[config.mk]
export PLATFORM = sky130hd
export DESIGN_NAME = registerFile
export DESIGN_NICKNAME = d
export VERILOG_FILES = /design/src/logic/busDatapathPkg.sv /design/src/logic/registerFile.sv
export SDC_FILE = /design/constraint.sdc
export NUM_CORES = 1
export LEC_CHECK = 0
export BUFFER_PORTS_ARGS = -buffer_cell sky130_fd_sc_hd__buf_2
export CORE_AREA = 3 3 215 217
export CTS_BUF_LIST = sky130_fd_sc_hd__clkbuf_4
export DETAILED_ROUTE_END_ITERATION = 10
export DIE_AREA = 0 0 218 220
export PLACE_DENSITY = 0.68
export SYNTH_ARGS = -nofsm -noshare
export SYNTH_HDL_FRONTEND = slang
export SYNTH_SLANG_ARGS = --single-unit
[constraint.sdc]
create_clock -name Clock -period 1.54 [get_ports Clock]
set_clock_uncertainty 0.2 [all_clocks]
set_input_delay 0.077 -clock Clock [delete_from_list [all_inputs] [get_ports Clock]]
set_output_delay 0.077 -clock Clock [all_outputs]
set_load 0.05 [all_outputs]
[src/logic/busDatapathPkg.sv]
// shared widths and ALU strobe positions for the single-bus datapath
// every block refers to these by scoped name
`default_nettype none

package busDatapathPkg;

    // datapath word, Z is twice this wide
    localparam int wordWidth = 32;

    // general purpose register file
    localparam int gprCount = 16;
    localparam int gprIndexWidth = 4; // enough bits to name any of gprCount

    // one-hot ALU strobe vector, top bit is spare
    localparam int aluOpCount = 14;

    localparam int opAdd = 0;
    localparam int opSub = 1;
    localparam int opMul = 2; // signed, full 64-bit product
    localparam int opDiv = 3; // signed, quotient low and remainder high
    localparam int opShr = 4; // logical
    localparam int opShl = 5;
    localparam int opRor = 6;
    localparam int opRol = 7;
    localparam int opAnd = 8;
    localparam int opOr = 9;
    localparam int opNeg = 10;
    localparam int opNot = 11;
    localparam int opIncPc = 12;

    // shift and rotate amount is taken from the low bus bits
    localparam int shiftBits = 5;

endpackage

`default_nettype wire
[src/logic/registerFile.sv]
// general purpose registers, each loads the bus on its own in strobe
// several registers may take the same bus value in one cycle
`timescale 1ns/1ps
`default_nettype none

module registerFile (
    input logic Clock,
    input logic rstN,
    input logic [busDatapathPkg::gprCount-1:0] gprIn,
    input logic [busDatapathPkg::wordWidth-1:0] bus,
    output logic [busDatapathPkg::wordWidth-1:0] gprValues [busDatapathPkg::gprCount]
);

    genvar i;

    // one flop bank per register
    generate
        for (i = 0; i < busDatapathPkg::gprCount; i++) begin : gprBank
            logic [busDatapathPkg::wordWidth-1:0] regQ;

            always_ff @(posedge Clock or negedge rstN) begin
                if (!rstN) begin
                    regQ <= '0;
                end else if (gprIn[i]) begin
                    regQ <= bus;
                end
            end

            assign gprValues[i] = regQ;
        end
    endgenerate

endmodule

`default_nettype wire

* After elaboration in Yosys (flattened, before gate mapping)
Index checks and enable logic that the tools add are counted.
** Storage, ports and cells
- Register bits :: 512
- Bits of input ports :: 50
- Output and inout port bits :: 512

* Longest topological paths before layout
- Depth in word-level cells :: 0
- Depth in mapped cells :: 3

* Worst setup path after synthesis
Ideal clock, no wire load.
- Path kind :: register to register
- From :: register gprBank[12].regQ[10] (netlist name)
- To :: register gprBank[12].regQ[10] in the netlist's numbering
- Arrival :: 0.869 ns
- Buffers on the path :: 0
- Clock period less this slack :: 1.194 ns
- Setup time :: 0.125 ns
- Path slack :: 0.346 ns
- Cell stages (with the launch flop) :: 2
- Cells stage by stage :: dfrtp_1 mux2_4
** RTL lines
- end signal, assigned :: RTL line registerFile.sv:25 : regQ <= bus;
- end, declared :: RTL line registerFile.sv:19 : logic [busDatapathPkg::wordWidth-1:0] regQ;

* Worst setup path in the final report
- From :: register gprBank[8].regQ[2] in the netlist's numbering
- To :: output gprValues[226] in the netlist's numbering
** RTL lines
- start, declared :: RTL line registerFile.sv:19
- start signal, assigned :: RTL line registerFile.sv:25
- end, declared :: RTL line registerFile.sv:11 : output logic [busDatapathPkg::wordWidth-1:0] gprValues [busDatapathPkg::gprCount]
No word-level cell between the ends.

==> metrics <==
CTS Buffer Depth 3; Main synth FF type dfrtp_1; Achievable Freq 0.508 GHz; syn_area_per_cell between 15 and 20 um^2; WP data required 1.26 ns; CP Cell Sequence buf_6; Critical Path Start gprBank[8].regQ[2]; GRT overflow 0; worst r2r src gprBank[8].regQ[2]; TritonRoute pass-1 iters 4; Critical Path AT around 1.7 ns; Total GRT Usage between 20% and 30%; Area after DPL 23500 um^2; Placer Congestion 0.814; Fill cells 2584; TritonCTS Buffers 136; delay-heaviest family, CP flip-flops; ys async rst share 100%; Slowest-stage cell, CP dfrtp_1; Yosys warnings 0; Worst setup EP type output port; placed cells around 2.2k; Final Slew Violations 0; port bufs between 500 and 600; Worst Setup Start Kind flip-flop; Yosys reg bits between 500 and 600; Die Span Y between 200 and 250 um; TritonCTS clock tree built; area of the die 48000 um^2; Post-Syn Area 20200 um^2; Hold Violations, Final 0; IO Pins between 500 and 600; H-tree levels 4; peak supply drop 0.947 mV; Worst path max stage delay ~0.52 ns; PwrDens 1310 nW/um^2; CORE AREA ~44000 um^2; critical path class flip-flop to output port; setup ws final -0.429 ns; DP Wirelength 40100 um; outcome complete, but fails checks; post-layout net count 2203; unrepaired setup endpoints after global routing true; Max Cap Violations 0; initial core utilization between 40% and 50%; Post-synth EDFFs 0; antenna violation net count after detailed routing 0; minimum clock period 1.97 ns; drc violations 0; Slew headroom 37.1%; post-synth net total 1170; share of layout cells above drive strength 1 71.2%; count leader, synth dfrtp_1; Area Overhead vs Synth 56.4%; Yosys top cell by area dfrtp_1; number of cell rows 77; cells after synthesis 1120; Largest Register gprBank.regQ; number of DRC markers in iteration 0 787; Detailed Route WL 75100 um; Clk pin slew, worst setup/hold paths ~0.080 ns; Synth top cells by count 512 x dfrtp_1, 322 x mux2_2, 190 x mux2_4; period utilization 128%; via/cell ratio 5.17; static leakage 0.0152 uW; chip width between 200 and 250 um; vias in the first global route 15.6k; antenna violations before repair 4; Area contributors post-synth dfrtp_1 63%, mux2_2 18%, mux2_4 14%; largest registers gprBank.regQ x512; Final Cell Area 31700 um^2; buffers and inverters on the worst path 1; post-place setup slack 0.306 ns; clock sink count 512; Synth top area share 63.3%; WL/cell 26.4 um; Setup Viol. Count Final 608; max FFs per register 512; failing checks negative setup slack; Worst-Margin Slew 0.940 ns; worst skew pair latency between 0.9 and 1 ns; global-route wire length before repair roughly 100000 um; CP Max Fanout 2; total vias in the final route 14.7k; synth unique cells 6; worst min path class input port to async pin; final std cells w/o fill 2840; largest net degree at the start of global routing 67; post-synthesis sequential area ratio 63.3%; CTS root buffer clkbuf_4
## final timing paths
| check | endpoint | slack (ns) | depth (start not counted) |
|---|---|---|---|
| min in group Clock | gprBank[5].regQ[18] | 0.33 | 1 |
| setup / recovery | gprValues[226] | -0.43 | 1 |
| hold reg to reg | gprBank[5].regQ[18] | 0.33 | 1 |
| max in group asynchronous | gprBank[7].regQ[21] | -0.12 | 5 |
| hold / removal | gprBank[6].regQ[15] | 0.25 | 5 |
| setup reg to reg | gprBank[8].regQ[2] | 0.15 | 3 |
## cell usage in the layout, fill, tap and decap left out
cell type      synthesis  final
diode_2                0      4
clkinv_2               0      3
mux2_2               322    322
buf_16                 0      1
bufinv_16              0      4
inv_2                  0      2
buf_2                  0     48
dfrtp_1              512    512
mux2_4               190    190
buf_8                 29      1
clkinv_4               0      2
clkbuf_4               0    196
buf_6                 35    512
buf_12                 0     26
buf_4                  0    287
dlygate4sd3_1          0    116
clkinv_1               0     19
clkinvlp_4             0      3
## per-layer routing
layer	track usage, %	part of all wire (%)
met2	47.8	49
met5	0	0.012
met3	11.5	8.3
met4	17.4	6.1
met1	33.5	37
## layout make-up
class / count / area [um^2] / area share [%]
diodes: 4 / 10.0 / 0.0316
clock buffers: 196 / 1470 / 4.65
clock inverters: 33 / 254 / 0.802
multi-input cells: 512 / 6480 / 20.5
flip-flops and latches: 512 / 12800 / 40.5
well taps: 592 / 741 / 2.34
repair buffers: 991 / 9880 / 31.2
## per-stage QoR
| step | total power [uW] | hold WS [ns] | TNS [ns] | utilization (%) |
|---|---|---|---|---|
| detailed placement | 25500 | -0.210 | 0 | 52.9 |
| floorplan | 22700 | -0.419 | 0 | - |
| global placement | 25300 | -0.212 | 0 | 52.9 |
| CTS | 40500 | 0.119 | -187.84 | 69.1 |
| finish | 41300 | 0.248 | -116.92 | 71.4 |
| global route | 42800 | 0.168 | -174.90 | 71.4 |
## what timing repair did
item / CTS / global route
buffers inserted: 139 / 136
hold buffers: 116 / 3
setup endpoints to repair: 512 / 538
hold endpoints to repair: 1024 / 15
resized for setup: 1024 / 0
## power by group
| part | leakage (uW) | switching, uW | internal, uW | total [uW] |
|---|---|---|---|---|
| Clock | 0.00102 | 5910 | 6500 | 12400 |
| Sequential | 0.00599 | 1130 | 14800 | 15900 |
| Combinational | 0.00824 | 7660 | 5300 | 13000 |
| Total | 0.0152 | 14700 | 26600 | 41300 |
## cell families (layout without fill, tap and decap cells)
logic type | count (synthesis) | after routing | share of synthesized area [%]
multiplexers | 512 | 512 | 32.0
other | 0 | 4 | 0
buffers and inverters | 96 | 1220 | 4.69
flip-flops | 512 | 512 | 63.3
## worst reg2reg max path: cells and delay by family, from the launching register on
kind	cells	cell delay, ns
flip-flops	1	0.49
multiplexers	1	0.27
buffers and inverters	2	0.32
(Power assumes the default switching activity.)
