`config.mk`:
```
export PLATFORM = sky130hd
export DESIGN_NAME = resultStore
export DESIGN_NICKNAME = d
export VERILOG_FILES = /design/src/logic/busDatapathPkg.sv /design/src/logic/resultStore.sv
export SDC_FILE = /design/constraint.sdc
export NUM_CORES = 1
export LEC_CHECK = 0
export BUFFER_PORTS_ARGS = -buffer_cell sky130_fd_sc_hd__buf_2
export CAP_MARGIN = 20
export CORE_MARGIN = 8
export CORE_UTILIZATION = 50
export DETAILED_ROUTE_END_ITERATION = 6
export HOLD_SLACK_MARGIN = 0.12
export PLACE_DENSITY_LB_ADDON = 0.1
export SETUP_SLACK_MARGIN = 0.3
export SYNTH_ARGS = -nofsm -noshare
export SYNTH_HDL_FRONTEND = slang
export SYNTH_SLANG_ARGS = --single-unit
```
`constraint.sdc`:
```
create_clock -name Clock -period 1.88 [get_ports Clock]
set_input_delay 0.094 -clock Clock [delete_from_list [all_inputs] [get_ports Clock]]
set_output_delay 0.094 -clock Clock [all_outputs]
set_load 0.03 [all_outputs]
```
`src/logic/busDatapathPkg.sv`:
```
// shared widths and ALU strobe positions for the single-bus datapath
// every block refers to these by scoped name
`default_nettype none

package busDatapathPkg;

    // datapath word, Z is twice this wide
    localparam int wordWidth = 32;

    // general purpose register file
    localparam int gprCount = 16;
    localparam int gprIndexWidth = 4; // enough bits to name any of gprCount

    // one-hot ALU strobe vector, top bit is spare
    localparam int aluOpCount = 14;

    localparam int opAdd = 0;
    localparam int opSub = 1;
    localparam int opMul = 2; // signed, full 64-bit product
    localparam int opDiv = 3; // signed, quotient low and remainder high
    localparam int opShr = 4; // logical
    localparam int opShl = 5;
    localparam int opRor = 6;
    localparam int opRol = 7;
    localparam int opAnd = 8;
    localparam int opOr = 9;
    localparam int opNeg = 10;
    localparam int opNot = 11;
    localparam int opIncPc = 12;

    // shift and rotate amount is taken from the low bus bits
    localparam int shiftBits = 5;

endpackage

`default_nettype wire
```
`src/logic/resultStore.sv`:
```
// Z holds the 64-bit ALU result, HI and LO load from the bus
// Z halves go back onto the bus through busSelect
`timescale 1ns/1ps
`default_nettype none

module resultStore (
    input logic Clock,
    input logic rstN,
    input logic zIn,
    input logic hiIn,
    input logic loIn,
    input logic [2*busDatapathPkg::wordWidth-1:0] aluResult,
    input logic [busDatapathPkg::wordWidth-1:0] bus,
    input logic [busDatapathPkg::aluOpCount-1:0] aluOp,
    output logic [2*busDatapathPkg::wordWidth-1:0] zValue,
    output logic [busDatapathPkg::wordWidth-1:0] hiValue,
    output logic [busDatapathPkg::wordWidth-1:0] loValue
);

    always_ff @(posedge Clock or negedge rstN) begin
        if (!rstN) begin
            zValue <= '0;
            hiValue <= '0;
            loValue <= '0;
        end else begin
            if (zIn) begin
                zValue <= aluResult;
            end
            if (hiIn) begin
                hiValue <= bus;
            end
            if (loIn) begin
                loValue <= bus;
            end
        end
    end

    // Z is only meaningful when the ALU was told exactly one thing to do
    zLoadOneOp: assert property (
        @(posedge Clock) disable iff (!rstN)
        zIn |-> $onehot(aluOp)
    ) else $error("zIn with aluOp not one-hot");

endmodule

`default_nettype wire

```
Word level (Yosys, flattened, before mapping):

Cells that the tools add are included.

* register bits after elaboration: 128
* output and inout bits: 128
* input bits: 115
* logic and storage cells: 3

Longest topological paths before layout:

* depth in word-level cells: 0
* depth in mapped cells: 3
* gate-level depth less buffers: 1

Worst setup path after synthesis:

OpenSTA, ideal clock, no wires.

* path kind: register to register
* start: reg loValue[10] (netlist name)
* end: reg loValue[10] (netlist bit)
* arrival time: 0.764 ns
* required time: 1.755 ns
* path buffers: 0
* slack: 0.991 ns
* stages on the path, launching flop included: 2
* path through: dfrtp_1 mux2_4

RTL lines
* end signal: assignment: RTL line resultStore.sv:33 `loValue <= bus;`
* end: declaration: RTL line resultStore.sv:17 `output logic [busDatapathPkg::wordWidth-1:0] loValue`

==> results by group <==
Synth
  • Count leader, synth: dfrtp_1
  • Avg Synthesized Cell Area: 18.88 um2
  • Post-synth EDFFs: 0
  • Yosys cell types: 5
  • Commonest cells in the netlist: 128 x dfrtp_1, 67 x mux2_4, 61 x mux2_2, 9 x buf_6, 6 x buf_12
  • Gate Count Post-Synth: 271
  • Synth async-reset ratio: 1.000
  • Synth area leaders: dfrtp_1 63%, mux2_4 20%, mux2_2 13%, buf_12 2.3%, buf_6 2.0%
  • Biggest area consumer among synthesized cells: dfrtp_1
  • Yosys reg bits: 128
  • Primary FF master, synth: dfrtp_1
  • Syn_nets: 386
  • Seq/Total Area, Yosys: 0.6259
  • Mapped Area: 5117 um2
  • Yosys top cell area share: 0.6259
  • YS warnings: 0

Detailed routing
  • Remaining routing DRC violations: 0
  • 1st-iter DRT viols: 156
  • Routed WL per cell: 18.36 um
  • Via Count: 3,628
  • DR vias/cell: 4.706
  • Antenna Nets Post-Route: 0
  • Final wirelength: 14,160 um
  • TritonRoute pass-1 iters: 4

STA
  • Relative slew slack: 0.6549
  • Slew of the pin with the lowest slew margin: 0.5176 ns
  • Final worst path period share: 0.7157
  • WHS: 0.1604 ns
  • Achievable Freq: 0.7432 GHz
  • Layout Skew: 0 ns
  • RSZ-0062 raised after global routing: false
  • Hold Fails Final Rpt: 0
  • Setup slack after layout: 0.5345 ns
  • Final setup viols: 0
  • Max-slew violations: 0
  • Setup tns final: 0 ns
  • Final min period: 1.345 ns

Final layout
  • Fraction of layout cells with a size suffix above 1: 0.6183
  • Layout overhead on the synthesized area: 55.94%
  • Fin util: 0.7871
  • Nets@finish: 739
  • # fillers: 618

Clocking
  • CTS Sinks: 128
  • CTS Buf Count: 17
  • Clock Path Buffers: 2
  • H-tree levels: 4
  • CTS tree: done
  • Post-CTS Setup Repair Bufs: 0
  • Clk_lat worst skew: 0.50 ns
  • Clock root buffer master: clkbuf_8
  • CTS clk-pin slew, worst paths: 0.05 ns

Global routing
  • Vias in the first global route: 4,175
  • Initial antenna violation count: 1
  • Pin count of the biggest net entering global routing: 63
  • All-layer global routing usage: 0.2120
  • Overflow after GRT: 0
  • First-pass GRT wire length: 21,790 um

Place
  • # port buffers: 228
  • Placer's final routability congestion estimate: 0.8012
  • Detail Placement HPWL: 8969 um
  • Pre-CTS setup slack: 0.6052 ns

Floorplanning
  • Die X: 117.2 um
  • Die ar.: 13,730 um2
  • Initial Util: 0.5048
  • CORE AREA: 10,140 um2
  • I/O pins: 243
  • Die Y: 117.2 um
  • Cell Rows: 37

Critical path
  • Arrival time worst endpoint: 1.72 ns
  • CP endpoint kind: flop
  • Critical R2R Launch: zValue[49]
  • WP data required: 2.26 ns
  • Worst-case register-to-register setup slack: 0.53 ns
  • Reg-to-Reg End: zValue[49]
  • WS Path Type: reg -> reg
  • Worst Path Max Fanout: 2
  • Launch point of the worst path: zValue[49]
  • R2r worst-path depth: 2
  • Worst Setup Start Kind: flop

Power
  • Combinational fraction of design power: 0.223
  • Sw Ratio: 0.2799
  • Psw: 2.228 mW
  • Leakage: 3.987 nW
  • Power per cell area: 997.5 nW/um2
  • Max VDD drop: 0.0004907 V
  • Seq pwr share: 0.400
  • Clock share of power: 0.377
  • Internal: 5.732 mW
  • Tot Pwr: 7.960 mW

Worst hold path
  • Hold endpoint: loValue[8]
  • Hold WC Path Type: in -> reg
  • Min-delay src: loIn
  • Worst Hold Depth: 2

Run
  • MaxCap Viol Count: 0

Outcome
  • Status: finished clean
## registers in the layout, summed over array words and instances (netlist names)
register	flops
hiValue	32
loValue	32
zValue	64
## repair_timing
item / in CTS / in global routing
endpoints found under the hold margin: 256 / 0
gates resized for setup: 0 / 0
hold buffers: 112 / 0
setup endpoints to repair: 0 / 0
## cell type report
| class | count | area [um2] | share of cell area |
|---|---|---|---|
| clock inverters | 8 | 90.09 | 0.01129 |
| multi-input cells | 128 | 1693 | 0.2121 |
| repair buffers | 349 | 2372 | 0.2973 |
| flip-flops and latches | 128 | 3203 | 0.4014 |
| diodes | 1 | 2.502 | 0.0003136 |
| well taps | 136 | 170.2 | 0.02132 |
| clock buffers | 21 | 449.2 | 0.05629 |
## cell families after synthesis
| group | count (synthesis) | share of synthesized area |
|---|---|---|
| buf+inv | 15 | 0.04328 |
| flops | 128 | 0.6259 |
| mux | 128 | 0.3308 |
## through the flow
stage | instance area, um2 | instances
after floorplan | 5117 | 271
after global placement | 6317 | 629
after detailed placement | 6317 | 629
after CTS | 7978 | 770
after global routing | 7980 | 771
final | 7980 | 771
## how the worst max path moves through the flow
stage / end / slack, ns / cells past startpoint
global route: hiValue[30] / 0.45 / 4
CTS: zValue[8] / 0.55 / 2
finish: zValue[49] / 0.53 / 2
detailed placement: loValue[26] / 0.61 / 3
global placement: loValue[30] / 0.62 / 3
floorplan: loValue[10] / 0.99 / 1
## per-layer routing
layer  track usage  vias up  routed length (um)
met5             0        -                   0
met4       0.06911        0                 215
met3       0.07901       18                1135
met2        0.3656      141                7456
li1              -     1662                   -
met1        0.2374     1807                5348
## power groups by stage
stage          clock network, mW  registers (mW)  logic, mW
2_1_floorplan                  0            3.78      0.469
3_3_place_gp                   0            3.21       1.55
3_5_place_dp                   0            3.22       1.57
4_1_cts                     3.06            3.18       1.78
5_1_grt                     3.21            3.22       1.87
6_report                    3.00            3.18       1.78
## critical path: stages, from the launching register on
cell and delay, ns:
dfrtp_1 0.38, mux2_4 0.27, dlygate4sd3_1 0.57
## cells in the final DEF (no fill, tap or decap), types with 3 or more instances in the layout
| cell type | Yosys | final |
|---|---|---|
| buf_2 | 0 | 226 |
| clkbuf_8 | 0 | 3 |
| clkinv_2 | 0 | 6 |
| mux2_4 | 67 | 67 |
| buf_12 | 6 | 3 |
| dlygate4sd3_1 | 0 | 112 |
| buf_4 | 0 | 8 |
| clkbuf_16 | 0 | 16 |
| dfrtp_1 | 128 | 128 |
| mux2_2 | 61 | 61 |
(Power assumes the default switching activity.)
