**src/logic/busDatapathPkg.sv**
```systemverilog
// shared widths and ALU strobe positions for the single-bus datapath
// every block refers to these by scoped name
`default_nettype none

package busDatapathPkg;

    // datapath word, Z is twice this wide
    localparam int wordWidth = 32;

    // general purpose register file
    localparam int gprCount = 16;
    localparam int gprIndexWidth = 4; // enough bits to name any of gprCount

    // one-hot ALU strobe vector, top bit is spare
    localparam int aluOpCount = 14;

    localparam int opAdd = 0;
    localparam int opSub = 1;
    localparam int opMul = 2; // signed, full 64-bit product
    localparam int opDiv = 3; // signed, quotient low and remainder high
    localparam int opShr = 4; // logical
    localparam int opShl = 5;
    localparam int opRor = 6;
    localparam int opRol = 7;
    localparam int opAnd = 8;
    localparam int opOr = 9;
    localparam int opNeg = 10;
    localparam int opNot = 11;
    localparam int opIncPc = 12;

    // shift and rotate amount is taken from the low bus bits
    localparam int shiftBits = 5;

endpackage

`default_nettype wire
```
**src/logic/specialRegisters.sv**
```systemverilog
// PC, IR, MAR, RY and MDR
// MDR takes the memory word while read is high, the bus otherwise
`timescale 1ns/1ps
`default_nettype none

module specialRegisters (
    input logic Clock,
    input logic rstN,
    input logic [busDatapathPkg::wordWidth-1:0] bus,
    input logic [busDatapathPkg::wordWidth-1:0] mData,
    input logic read,
    input logic pcIn,
    input logic irIn,
    input logic marIn,
    input logic ryIn,
    input logic mdrIn,
    output logic [busDatapathPkg::wordWidth-1:0] pcValue,
    output logic [busDatapathPkg::wordWidth-1:0] irValue,
    output logic [busDatapathPkg::wordWidth-1:0] marValue,
    output logic [busDatapathPkg::wordWidth-1:0] ryValue,
    output logic [busDatapathPkg::wordWidth-1:0] mdrValue
);

    logic [busDatapathPkg::wordWidth-1:0] mdrNext;

    assign mdrNext = read ? mData : bus; // memory read path into MDR

    always_ff @(posedge Clock or negedge rstN) begin
        if (!rstN) begin
            pcValue <= '0;
            irValue <= '0;
            marValue <= '0;
        end else begin
            if (pcIn) begin
                pcValue <= bus;
            end
            if (irIn) begin
                irValue <= bus; // fetched word arrives via MDR on the bus
            end
            if (marIn) begin
                marValue <= bus;
            end
        end
    end

    // operand A latch for the ALU
    always_ff @(posedge Clock or negedge rstN) begin
        if (!rstN) begin
            ryValue <= '0;
        end else if (ryIn) begin
            ryValue <= bus;
        end
    end

    always_ff @(posedge Clock or negedge rstN) begin
        if (!rstN) begin
            mdrValue <= '0;
        end else if (mdrIn) begin
            mdrValue <= mdrNext;
        end
    end

    // a memory read with no MDR load would drop the fetched word
    readNeedsMdrIn: assert property (
        @(posedge Clock) disable iff (!rstN)
        read |-> mdrIn
    ) else $error("read high without mdrIn");

endmodule

`default_nettype wire

```
**config.mk**
```make
export PLATFORM = sky130hd
export DESIGN_NAME = specialRegisters
export DESIGN_NICKNAME = d
export VERILOG_FILES = /design/src/logic/busDatapathPkg.sv /design/src/logic/specialRegisters.sv
export SDC_FILE = /design/constraint.sdc
export NUM_CORES = 1
export LEC_CHECK = 0
export BUFFER_PORTS_ARGS = -buffer_cell sky130_fd_sc_hd__buf_2
export CAP_MARGIN = 30
export CORE_ASPECT_RATIO = 0.5
export CORE_MARGIN = 3
export CORE_UTILIZATION = 50
export CTS_BUF_LIST = sky130_fd_sc_hd__clkbuf_4
export CTS_CLUSTER_DIAMETER = 150
export DETAILED_ROUTE_END_ITERATION = 8
export PLACE_DENSITY = 0.83
export SETUP_SLACK_MARGIN = 0.1
export SLEW_MARGIN = 20
export SYNTH_ARGS = -nofsm -noshare
export SYNTH_HDL_FRONTEND = slang
export SYNTH_SLANG_ARGS = --single-unit
```
**constraint.sdc**
```tcl
create_clock -name Clock -period 0.9 [get_ports Clock]
set_input_delay 0.09 -clock Clock [delete_from_list [all_inputs] [get_ports Clock]]
set_output_delay 0.09 -clock Clock [all_outputs]
set_load 0.05 [all_outputs]
```
* Yosys cells after proc, flatten, opt, wreduce, memory -nomap -nowiden
Cells that the tools add are included.
Operators by class: multiplexer cells 1
Operators by type and width (count):
- two-way mux 32 bit | 1
Storage, ports and cells: output and inout bits 160, bits of input ports 72, bits in registers 160, logic and storage cells 6

* Depth between registers and ports, before layout
word-level depth 1, mapped depth 4, mapped depth without buffers 2

* Worst setup path before layout
OpenSTA, ideal clock, no wires.
path kind register to register, from reg, netlist name marValue[10], to reg marValue[10] (netlist bit), arrival time 0.869 ns, data required time 0.775 ns, library setup time 0.125 ns, slack -0.094 ns, clock period less this slack 0.994 ns, cell stages (with the launch flop) 2, cells stage by stage dfrtp_1 > mux2_4
RTL lines:
- end signal: assignment | RTL line specialRegisters.sv:41 | marValue <= bus;
- end: declaration | RTL line specialRegisters.sv:19 | output logic [busDatapathPkg::wordWidth-1:0] marValue,

* Worst setup path after layout
from reg irValue[20] (netlist bit), to out irValue[20] (netlist bit)
RTL lines:
- start: declaration | RTL line specialRegisters.sv:18 | output logic [busDatapathPkg::wordWidth-1:0] irValue,
- start signal: assignment | RTL line specialRegisters.sv:38 | irValue <= bus;
No word-level cell between the ends.

==> impl_metrics.toml <==
[floorplan]
boundaryPins = 232
initial_utilization = 0.5272
dieWidth_um = 166.3
dieArea_um2 = 14330
core_um2 = 12190
row_count = 28
chipHeight_um = 86.17

[setup_path]
r2r-end = "marValue[15]"
cp_top_family = "flip-flops"
critical_path_buf_inv_count = 1
path_max_fanout = 2
critical_path_class = "flip-flop to output pin"
arrival_ps = 1200
endpoint_kind = "output pin"
slowest_delay_ps = 480
regToRegStartpoint = "marValue[15]"
crit_required_ps = 810
setup.worst_path.start_class = "flip-flop"
path_cells = "buf_6"
reg2reg_slack_ps = -160
slowest_stage = "dfrtp_2"
reg2reg_depth = 3

[worst_hold_path]
hold_path_end = "irValue[4]"
hold_path.class = "input port to flip-flop"
worstHoldStart = "irIn"
whs_path_depth = 3

[drt]
detail_route.vias_per_cell = 5.661
drc_errors = 0
drt_iter0_drc = 390
wl_mm = 26.32
ant_nets = 0
drt_first_pass_iters = 4
routedWlPerCell_um = 27.30
num_vias = 5457

[synthesis]
synth_simple_gate_area_frac = 0.01869
synth_compound_area_frac = 0.02492
seq_area_frac_synth = 0.6229
syn_inst = 411
synth_adder_area_share = 0
syn_area_per_cell_um2 = 15.64
syn_area_um2 = 6427
ys_ff_latch = 160
synth_xor_area_frac = 0
synth_top_family_by_area = "multiplexers"
synthMuxAreaShare = 0.2875
yosys_warnings = 0
synth_nets = 483
synth_top_area_share = 0.6229
yosys.area.top_type = "dfrtp_1"
netlist-cell-type-count = 9
synthTopCellsByArea = "dfrtp_1, mux2_2, mux2_4"

[timing]
slew_viol_final = 0
rsz0062_at_grt = "true"
setup_tns_ps = -58320
worst_pin_slew_ps = 393.2
max_slew_margin = 0.7370
setup_viol = 215
hold_viol = 0
max_freq_mhz = 775.4
worst_slack_ps = -389.6
fin_crit_ps = 1290
fin_crit_sh = 1.433
fin_skew_ps = 0

[clock_tree]
cts_tree = "done"
clk_path_buf_depth = 2
clk-insertion-delay-late_ps = 550
cts_root_buffer = "clkbuf_4"
cts_made_buffers = 17
clkTransAtPathRegs_ps = 160
cts.sinks = 160
htree_levels = 4

[run]
maxCapViolCount = 0

[placed_design]
dp_hpwl_mm = 11.30
place_congestion = 0.7534
portBuffers = 231
post-place-ws_ps = -42.22

[layout]
final_cell_mix = "buf_6, dfrtp_2, dlygate4sd3_1, buf_2, mux2_4"
ff_latch_area_um2 = 4204
drive_above_1_share = 0.8116
synthToLayoutAreaGrowth_pct = 70.64
final_core_utilization = 0.8996
multi_input_area_um2 = 2380
final_common_cell = "buf_6"
final_nets = 856
fillers = 367

[status]
violations = "setup timing"
status = "finished, violations left"

[grt]
globalRouteOverflowTotal = 0
grt_max_degree = 51
first_global_vias = 5590
grt.total_usage = 0.2988
antenna_found_initial = 2
grt_pass1_wl_mm = 32.53

[pwr]
p_total_w = 0.02101
p_per_area_nw_per_um2 = 1915
p_leak_nw = 4.999
ir_drop_uv = 1099
-- how the worst max path moves through the flow --
stage,from,endpoint,slack [ps],cells past startpoint
after floorplan,marValue[10],marValue[10],-9,1
after global placement,marIn,marValue[25],-10,3
after detailed placement,marIn,marValue[27],-40,3
after CTS,irValue[6],irValue[6],-380,1
after global routing,mdrValue[7],mdrValue[7],-420,1
final,irValue[20],irValue[20],-390,1
-- sequential cells by signal, indices dropped and copies added, names as in the netlist --
register,count
ryValue,32
mdrValue,32
irValue,32
pcValue,32
marValue,32
-- metrics by stage --
stage | cells | instance area, µm² | hold WS [ps]
floorplan | 411 | 6628 | -205.6
global placement | 799 | 8019 | -82.16
detailed placement | 799 | 8019 | -81.20
CTS | 928 | 10230 | 19.55
global route | 963 | 10970 | 32.90
finish | 964 | 10970 | 53.46
-- layout make-up --
cell class              count  share of cell area
repair buffers            381              0.3542
well taps                 165             0.01882
diodes                      3           0.0006845
clock inverters            14             0.01437
clock buffers              17             0.01164
multi-input cells         224              0.2170
flip-flops and latches    160              0.3833
-- metal layers --
metal | track usage | part of all wire
met1 | 0.3570 | 0.38
met2 | 0.5228 | 0.49
met3 | 0.07472 | 0.062
met4 | 0.1392 | 0.060
met5 | 0 | 0
-- report_power, final --
group          leakage (nW)  internal (W)  switching, W
Combinational          3.16       0.00318       0.00433
Sequential             1.70       0.00805      0.000729
Clock                 0.141       0.00169       0.00303
-- what timing repair did --
action / CTS / global route
hold buffers: 69 / 1
gates resized for setup: 325 / 120
setup endpoints to repair: 162 / 298
cloned: 0 / 2
setup buffers: 29 / 45
endpoints found under the hold margin: 320 / 7
pin swaps: 1 / 2
-- synthesized netlist by cell type --
cell,count
mux2_2,105
a21oi_1,32
mux2i_1,32
buf_2,7
buf_12,4
dfrtp_1,160
mux2_4,23
buf_6,16
nor2_1,32
-- logic make-up after synthesis --
kind of cell           count (synthesis)
buffers and inverters                 27
muxes                                160
and+or+nand+nor                       32
DFF                                  160
AOI/OAI and AO/OA                     32
(Power assumes the default switching activity.)
