### config.mk
export PLATFORM = sky130hd
export DESIGN_NAME = busSelect
export DESIGN_NICKNAME = d
export VERILOG_FILES = /design/src/logic/busDatapathPkg.sv /design/src/logic/busSelect.sv
export SDC_FILE = /design/constraint.sdc
export NUM_CORES = 1
export LEC_CHECK = 0
export ABC_CLOCK_PERIOD_IN_PS = 900
export BUFFER_PORTS_ARGS = -buffer_cell sky130_fd_sc_hd__buf_2
export CAP_MARGIN = 20
export CORE_AREA = 4 4 297 299
export DETAILED_ROUTE_END_ITERATION = 16
export DIE_AREA = 0 0 301 303
export PLACE_DENSITY = 0.36
export SLEW_MARGIN = 25
export SYNTH_ARGS = -nofsm -noshare
export SYNTH_HDL_FRONTEND = slang
export SYNTH_SLANG_ARGS = --single-unit
### constraint.sdc
create_clock -name vclk -period 0.9
set_input_delay 0.045 -clock vclk [all_inputs]
set_output_delay 0.045 -clock vclk [all_outputs]
set_load 0.02 [all_outputs]
### src/logic/busDatapathPkg.sv
// shared widths and ALU strobe positions for the single-bus datapath
// every block refers to these by scoped name
`default_nettype none

package busDatapathPkg;

    // datapath word, Z is twice this wide
    localparam int wordWidth = 32;

    // general purpose register file
    localparam int gprCount = 16;
    localparam int gprIndexWidth = 4; // enough bits to name any of gprCount

    // one-hot ALU strobe vector, top bit is spare
    localparam int aluOpCount = 14;

    localparam int opAdd = 0;
    localparam int opSub = 1;
    localparam int opMul = 2; // signed, full 64-bit product
    localparam int opDiv = 3; // signed, quotient low and remainder high
    localparam int opShr = 4; // logical
    localparam int opShl = 5;
    localparam int opRor = 6;
    localparam int opRol = 7;
    localparam int opAnd = 8;
    localparam int opOr = 9;
    localparam int opNeg = 10;
    localparam int opNot = 11;
    localparam int opIncPc = 12;

    // shift and rotate amount is taken from the low bus bits
    localparam int shiftBits = 5;

endpackage

`default_nettype wire
### src/logic/busSelect.sv
// shared bus driver: the one out strobe that is high picks the source
// an idle bus reads as zero
`timescale 1ns/1ps
`default_nettype none

module busSelect (
    input logic Clock,
    input logic [busDatapathPkg::gprCount-1:0] gprOut,
    input logic pcOut,
    input logic mdrOut,
    input logic hiOut,
    input logic loOut,
    input logic zHighOut,
    input logic zLowOut,
    input logic [busDatapathPkg::wordWidth-1:0] gprValues [busDatapathPkg::gprCount],
    input logic [busDatapathPkg::wordWidth-1:0] pcValue,
    input logic [busDatapathPkg::wordWidth-1:0] mdrValue,
    input logic [busDatapathPkg::wordWidth-1:0] hiValue,
    input logic [busDatapathPkg::wordWidth-1:0] loValue,
    input logic [2*busDatapathPkg::wordWidth-1:0] zValue,
    output logic [busDatapathPkg::wordWidth-1:0] bus
);

    logic [busDatapathPkg::wordWidth-1:0] gprBus;
    logic [busDatapathPkg::wordWidth-1:0] specialBus;

    // and-or tree over the register file, no priority between entries
    always_comb begin
        gprBus = '0;
        for (int i = 0; i < busDatapathPkg::gprCount; i++) begin
            if (gprOut[i]) begin
                gprBus = gprBus | gprValues[i];
            end
        end
    end

    always_comb begin
        specialBus = '0;
        if (pcOut) begin
            specialBus = specialBus | pcValue;
        end
        if (mdrOut) begin
            specialBus = specialBus | mdrValue;
        end
        if (hiOut) begin
            specialBus = specialBus | hiValue;
        end
        if (loOut) begin
            specialBus = specialBus | loValue;
        end
        // Z is 64 bits, each half has its own strobe
        if (zHighOut) begin
            specialBus = specialBus | zValue[2*busDatapathPkg::wordWidth-1:busDatapathPkg::wordWidth];
        end
        if (zLowOut) begin
            specialBus = specialBus | zValue[busDatapathPkg::wordWidth-1:0];
        end
    end

    assign bus = gprBus | specialBus;

    // two drivers at once would OR the sources together
    busSingleDriver: assert property (
        @(posedge Clock)
        $onehot0({gprOut, pcOut, mdrOut, hiOut, loOut, zHighOut, zLowOut})
    ) else $error("more than one bus out strobe high");

endmodule

`default_nettype wire

# Word level (Yosys, flattened, before mapping)
# Cells that the tools add are included.
[classes]
n_mux = 22
bitwise_logic = 21
[ops]
columns = ["operator", "count"]
rows = [
  ["2-to-1 mux 32 bit", 22],
  ["OR 32 bit", 21],
]
[word_totals]
register_bits = 0
in_bits = 727
output_inout_bits = 32
elab_cells = 43

# Depth between registers and ports, before layout
[logic_depth]
depth_word = 32
depth_mapped = 5
mapped_depth_nobuf = 4

# Worst setup path before layout
# Ideal clock, no wire load.
[synth_path]
path_type = "input -> output"
startpoint = "in gprOut[11] (netlist name)"
endpoint = "out bus[13] (netlist name)"
arrival_ns = 1.011
t_required_ns = 0.855
slack_ns = -0.156
stages = 5
path_buffers = 2
path_cell_list = "buf_2 -> buf_4 -> a221oi_1 -> and4_1 -> nand4_1"
[synth_via]
elab_chain_len = 10
[synth_rtl]
columns = ["element", "line_no", "source"]
rows = [
  ["from (decl)", "busSelect.sv:8", "input logic [busDatapathPkg::gprCount-1:0] gprOut,"],
  ["2-to-1 mux 32 bit *", "busSelect.sv:31", "if (gprOut[i]) begin"],
  ["OR 32 bit", "busSelect.sv:32", "gprBus = gprBus | gprValues[i];"],
  ["2-to-1 mux 32 bit *", "busSelect.sv:31", ""],
  ["OR 32 bit", "busSelect.sv:32", ""],
  ["2-to-1 mux 32 bit *", "busSelect.sv:31", ""],
  ["OR 32 bit", "busSelect.sv:32", ""],
  ["2-to-1 mux 32 bit *", "busSelect.sv:31", ""],
  ["OR 32 bit", "busSelect.sv:32", ""],
  ["2-to-1 mux 32 bit *", "busSelect.sv:31", ""],
  ["OR 32 bit *", "busSelect.sv:60", "assign bus = gprBus | specialBus;"],
  ["to (decl)", "busSelect.sv:21", "output logic [busDatapathPkg::wordWidth-1:0] bus"],
]
# Every way passes the cells marked *; elsewhere a longest branch is shown, timed or not.

# Worst setup path in the final report
[layout_path]
startpoint = "in gprOut[12] (netlist name)"
endpoint = "out bus[4] (netlist name)"
[layout_via]
elab_chain_len = 8
[layout_rtl]
columns = ["element", "line_no"]
rows = [
  ["2-to-1 mux 32 bit *", "busSelect.sv:31"],
  ["OR 32 bit", "busSelect.sv:32"],
  ["2-to-1 mux 32 bit *", "busSelect.sv:31"],
  ["OR 32 bit", "busSelect.sv:32"],
  ["2-to-1 mux 32 bit *", "busSelect.sv:31"],
  ["OR 32 bit", "busSelect.sv:32"],
  ["2-to-1 mux 32 bit *", "busSelect.sv:31"],
  ["OR 32 bit *", "busSelect.sv:60"],
]
# Marks and branches as above.

==> flow_metrics.env <==
export IMPL_nClkBuffers=0
export IMPL_yosysWarnings=0
export IMPL_maxCapViolations=0
export IMPL_met2_usage_pct=28.31
export IMPL_power_density_nw_per_um2=512.7
export IMPL_die_area_um2=91200
export IMPL_grt_pass1_wl_um=96700
export IMPL_fmax_mhz=542.7
export IMPL_grt_pass1_vias=10240
export IMPL_die_h_um=303
export IMPL_cp_end_kind="output port"
export IMPL_hpwl_um=66930
export IMPL_io_pins=759
export IMPL_tns_ns=-21.63
export IMPL_crit_slowest_cell="nand4_1"
export IMPL_total_power_mw=6.185
export IMPL_path_max_fanout=5
export IMPL_hp_class="input pin to output port"
export IMPL_crit_path_start_kind="input pin"
export IMPL_seq_power_share_pct=0
export IMPL_gp_congestion=0.9387
export IMPL_violations="setup timing"
export IMPL_critPathTopFamily="buffers and inverters"
export IMPL_areaGrowthSynthToFinish_pct=209.4
export IMPL_ir_drop_uv=343.2
export IMPL_syn_inst=482
export IMPL_antenna_found_initial=51
export IMPL_row_count=107
export IMPL_nets=2112
export IMPL_cp_depth=8
export IMPL_finalWorstSetupSlack_ns=-0.9425
export IMPL_required_ns=0.85
export IMPL_worstMarginPinSlew_ns=0.5229
export IMPL_comb_power_share_pct=100.0
export IMPL_hold_viol_final=0
export IMPL_crit_arrival_ns=1.80
export IMPL_postSynthAreaPerCell_um2=8.091
export IMPL_slew_violations=0
export IMPL_drt_wirelength_per_cell_um=30.96
export IMPL_status="finished, violations left"
export IMPL_port_buffers=758
export IMPL_yosysSeqAreaShare_pct=0
export IMPL_fin_crit_sh_pct=204.7
export IMPL_syn_area_um2=3900
export IMPL_busiest_layer="met2"
export IMPL_via_per_inst=3.781
export IMPL_leakage_nw=5.697
export IMPL_finalSetupViolCount=32
export IMPL_grt_max_degree=24
export IMPL_ys_types=12
export IMPL_first_pass_iters=5
export IMPL_relSlewSlack_pct=65.14
export IMPL_seqCellArea_um2=0
export IMPL_crit_type="input pin to output port"
export IMPL_track_usage_pct=15.92
export IMPL_drive_gt1_share_pct=78.02
export IMPL_internal_power_mw=3.194
export IMPL_vias=9586
export IMPL_start_util_pct=4.580
export IMPL_hp_start="zValue[41]"
export IMPL_die_x_um=301
export IMPL_max_stage_delay_ns=0.37
export IMPL_rsz0062_at_grt="yes"
export IMPL_grt_overflow=0
export IMPL_nFlopsAndLatches=0
export IMPL_p_sw_mw=2.992
export IMPL_cts_hold_fix_buffers=0
export IMPL_core_um2=85150
export IMPL_crit_top_cell="buf_4"
export IMPL_antenna_left=0
export IMPL_whs_path_depth=4
export IMPL_crit_buf_inv=4
export IMPL_period_needed_ns=1.843
export IMPL_switching_share_pct=48.37
export IMPL_n_fill_cell=9967
export IMPL_drt_iter0_markers=612
export IMPL_grt_util_met1_pct=20.22
export IMPL_syn_nets=1209
export IMPL_path_cells="buf_12 -> buf_6 -> a22o_1 -> a221oi_2 -> buf_4 -> and4_4 -> nand4_1 -> buf_4"
export IMPL_route_detailed_drc=0
export IMPL_routed_wl_um=78490
export IMPL_p_clk_share_pct=0
export IMPL_met3_usage_pct=3.420
export IMPL_min_to="bus[9]"
==> Yosys cell counts <==
library cell,number,share of area [%]
a221oi_2,3,1.2
buf_6,23,6.6
buf_4,2,0.38
buf_2,5,0.64
a22oi_1,96,18
nand4_1,32,5.1
and4_1,32,7.2
a22o_2,3,0.77
buf_1,1,0.096
clkbuf_1,35,3.4
a22o_1,125,28
a221oi_1,125,28
==> power by group through the flow <==
stage	logic (mW)	registers, mW	clock network [mW]
3_3_place_gp	5.35	0	0
5_1_grt	6.57	0	0.000000774
2_1_floorplan	1.48	0	0
6_report	6.19	0	0.00000109
3_5_place_dp	5.33	0	0
4_1_cts	6.16	0	0
==> cells in the final DEF, fill, tap and decap left out, drive strengths merged <==
cell type    n
and4        32
bufbuf       2
clkbuf       1
nand4       32
buf        964
a221oi     128
diode        8
a22o       128
a22oi       96
==> cell type report <==
cell class | instances | area (µm²) | share of cell area, %
timing repair buffer | 967 | 6400 | 53.04
tap | 1144 | 1431 | 11.86
antenna | 8 | 20.02 | 0.1659
multi-input combinational | 416 | 4214 | 34.93
==> worst max path at each step <==
| stage | start | slack, ns | to |
|---|---|---|---|
| finish | gprOut[12] | -0.94 | bus[4] |
| global route | gprOut[9] | -0.88 | bus[4] |
| CTS | gprOut[5] | -0.84 | bus[13] |
| detailed placement | gprOut[11] | -1.31 | bus[4] |
| global placement | gprOut[11] | -1.31 | bus[4] |
| floorplan | gprOut[5] | -0.11 | bus[1] |
==> per-stage QoR <==
stage | area [µm²] | hold slack (ns) | setup slack [ns] | util (%) | std cells
final | 12070 | 0.4277 | -0.9425 | 14.17 | 2535
after global routing | 12060 | 0.4415 | -0.8795 | 14.16 | 2533
after CTS | 11810 | 0.4224 | -0.8439 | 13.87 | 2523
after detailed placement | 10530 | 0.4406 | -1.313 | 12.36 | 2498
after global placement | 10530 | 0.4458 | -1.312 | 12.36 | 2498
after floorplan | 4029 | 0.3082 | -0.1110 | - | 482
==> cell families after synthesis <==
| family | Yosys count | share of synthesized area [%] |
|---|---|---|
| and+or+nand+nor | 64 | 12.32 |
| buffers and inverters | 66 | 11.13 |
| AOI/OAI and AO/OA | 352 | 76.55 |
==> per-layer routing <==
| metal | part of all wire, % | up-vias |
|---|---|---|
| li1 | - | 4172 |
| met3 | 7.5 | 99 |
| met1 | 42 | 4667 |
| met4 | 2.4 | 18 |
| met2 | 48 | 630 |
| met5 | 0.16 | - |
==> what timing repair did <==
item | 4_1_cts | 5_1_grt
pin swaps | 42 | 33
buffers inserted | 18 | 5
gates cloned | 9 | 1
setup endpoints to repair | 32 | 32
resized for setup | 213 | 39
(Power assumes the default switching activity.)
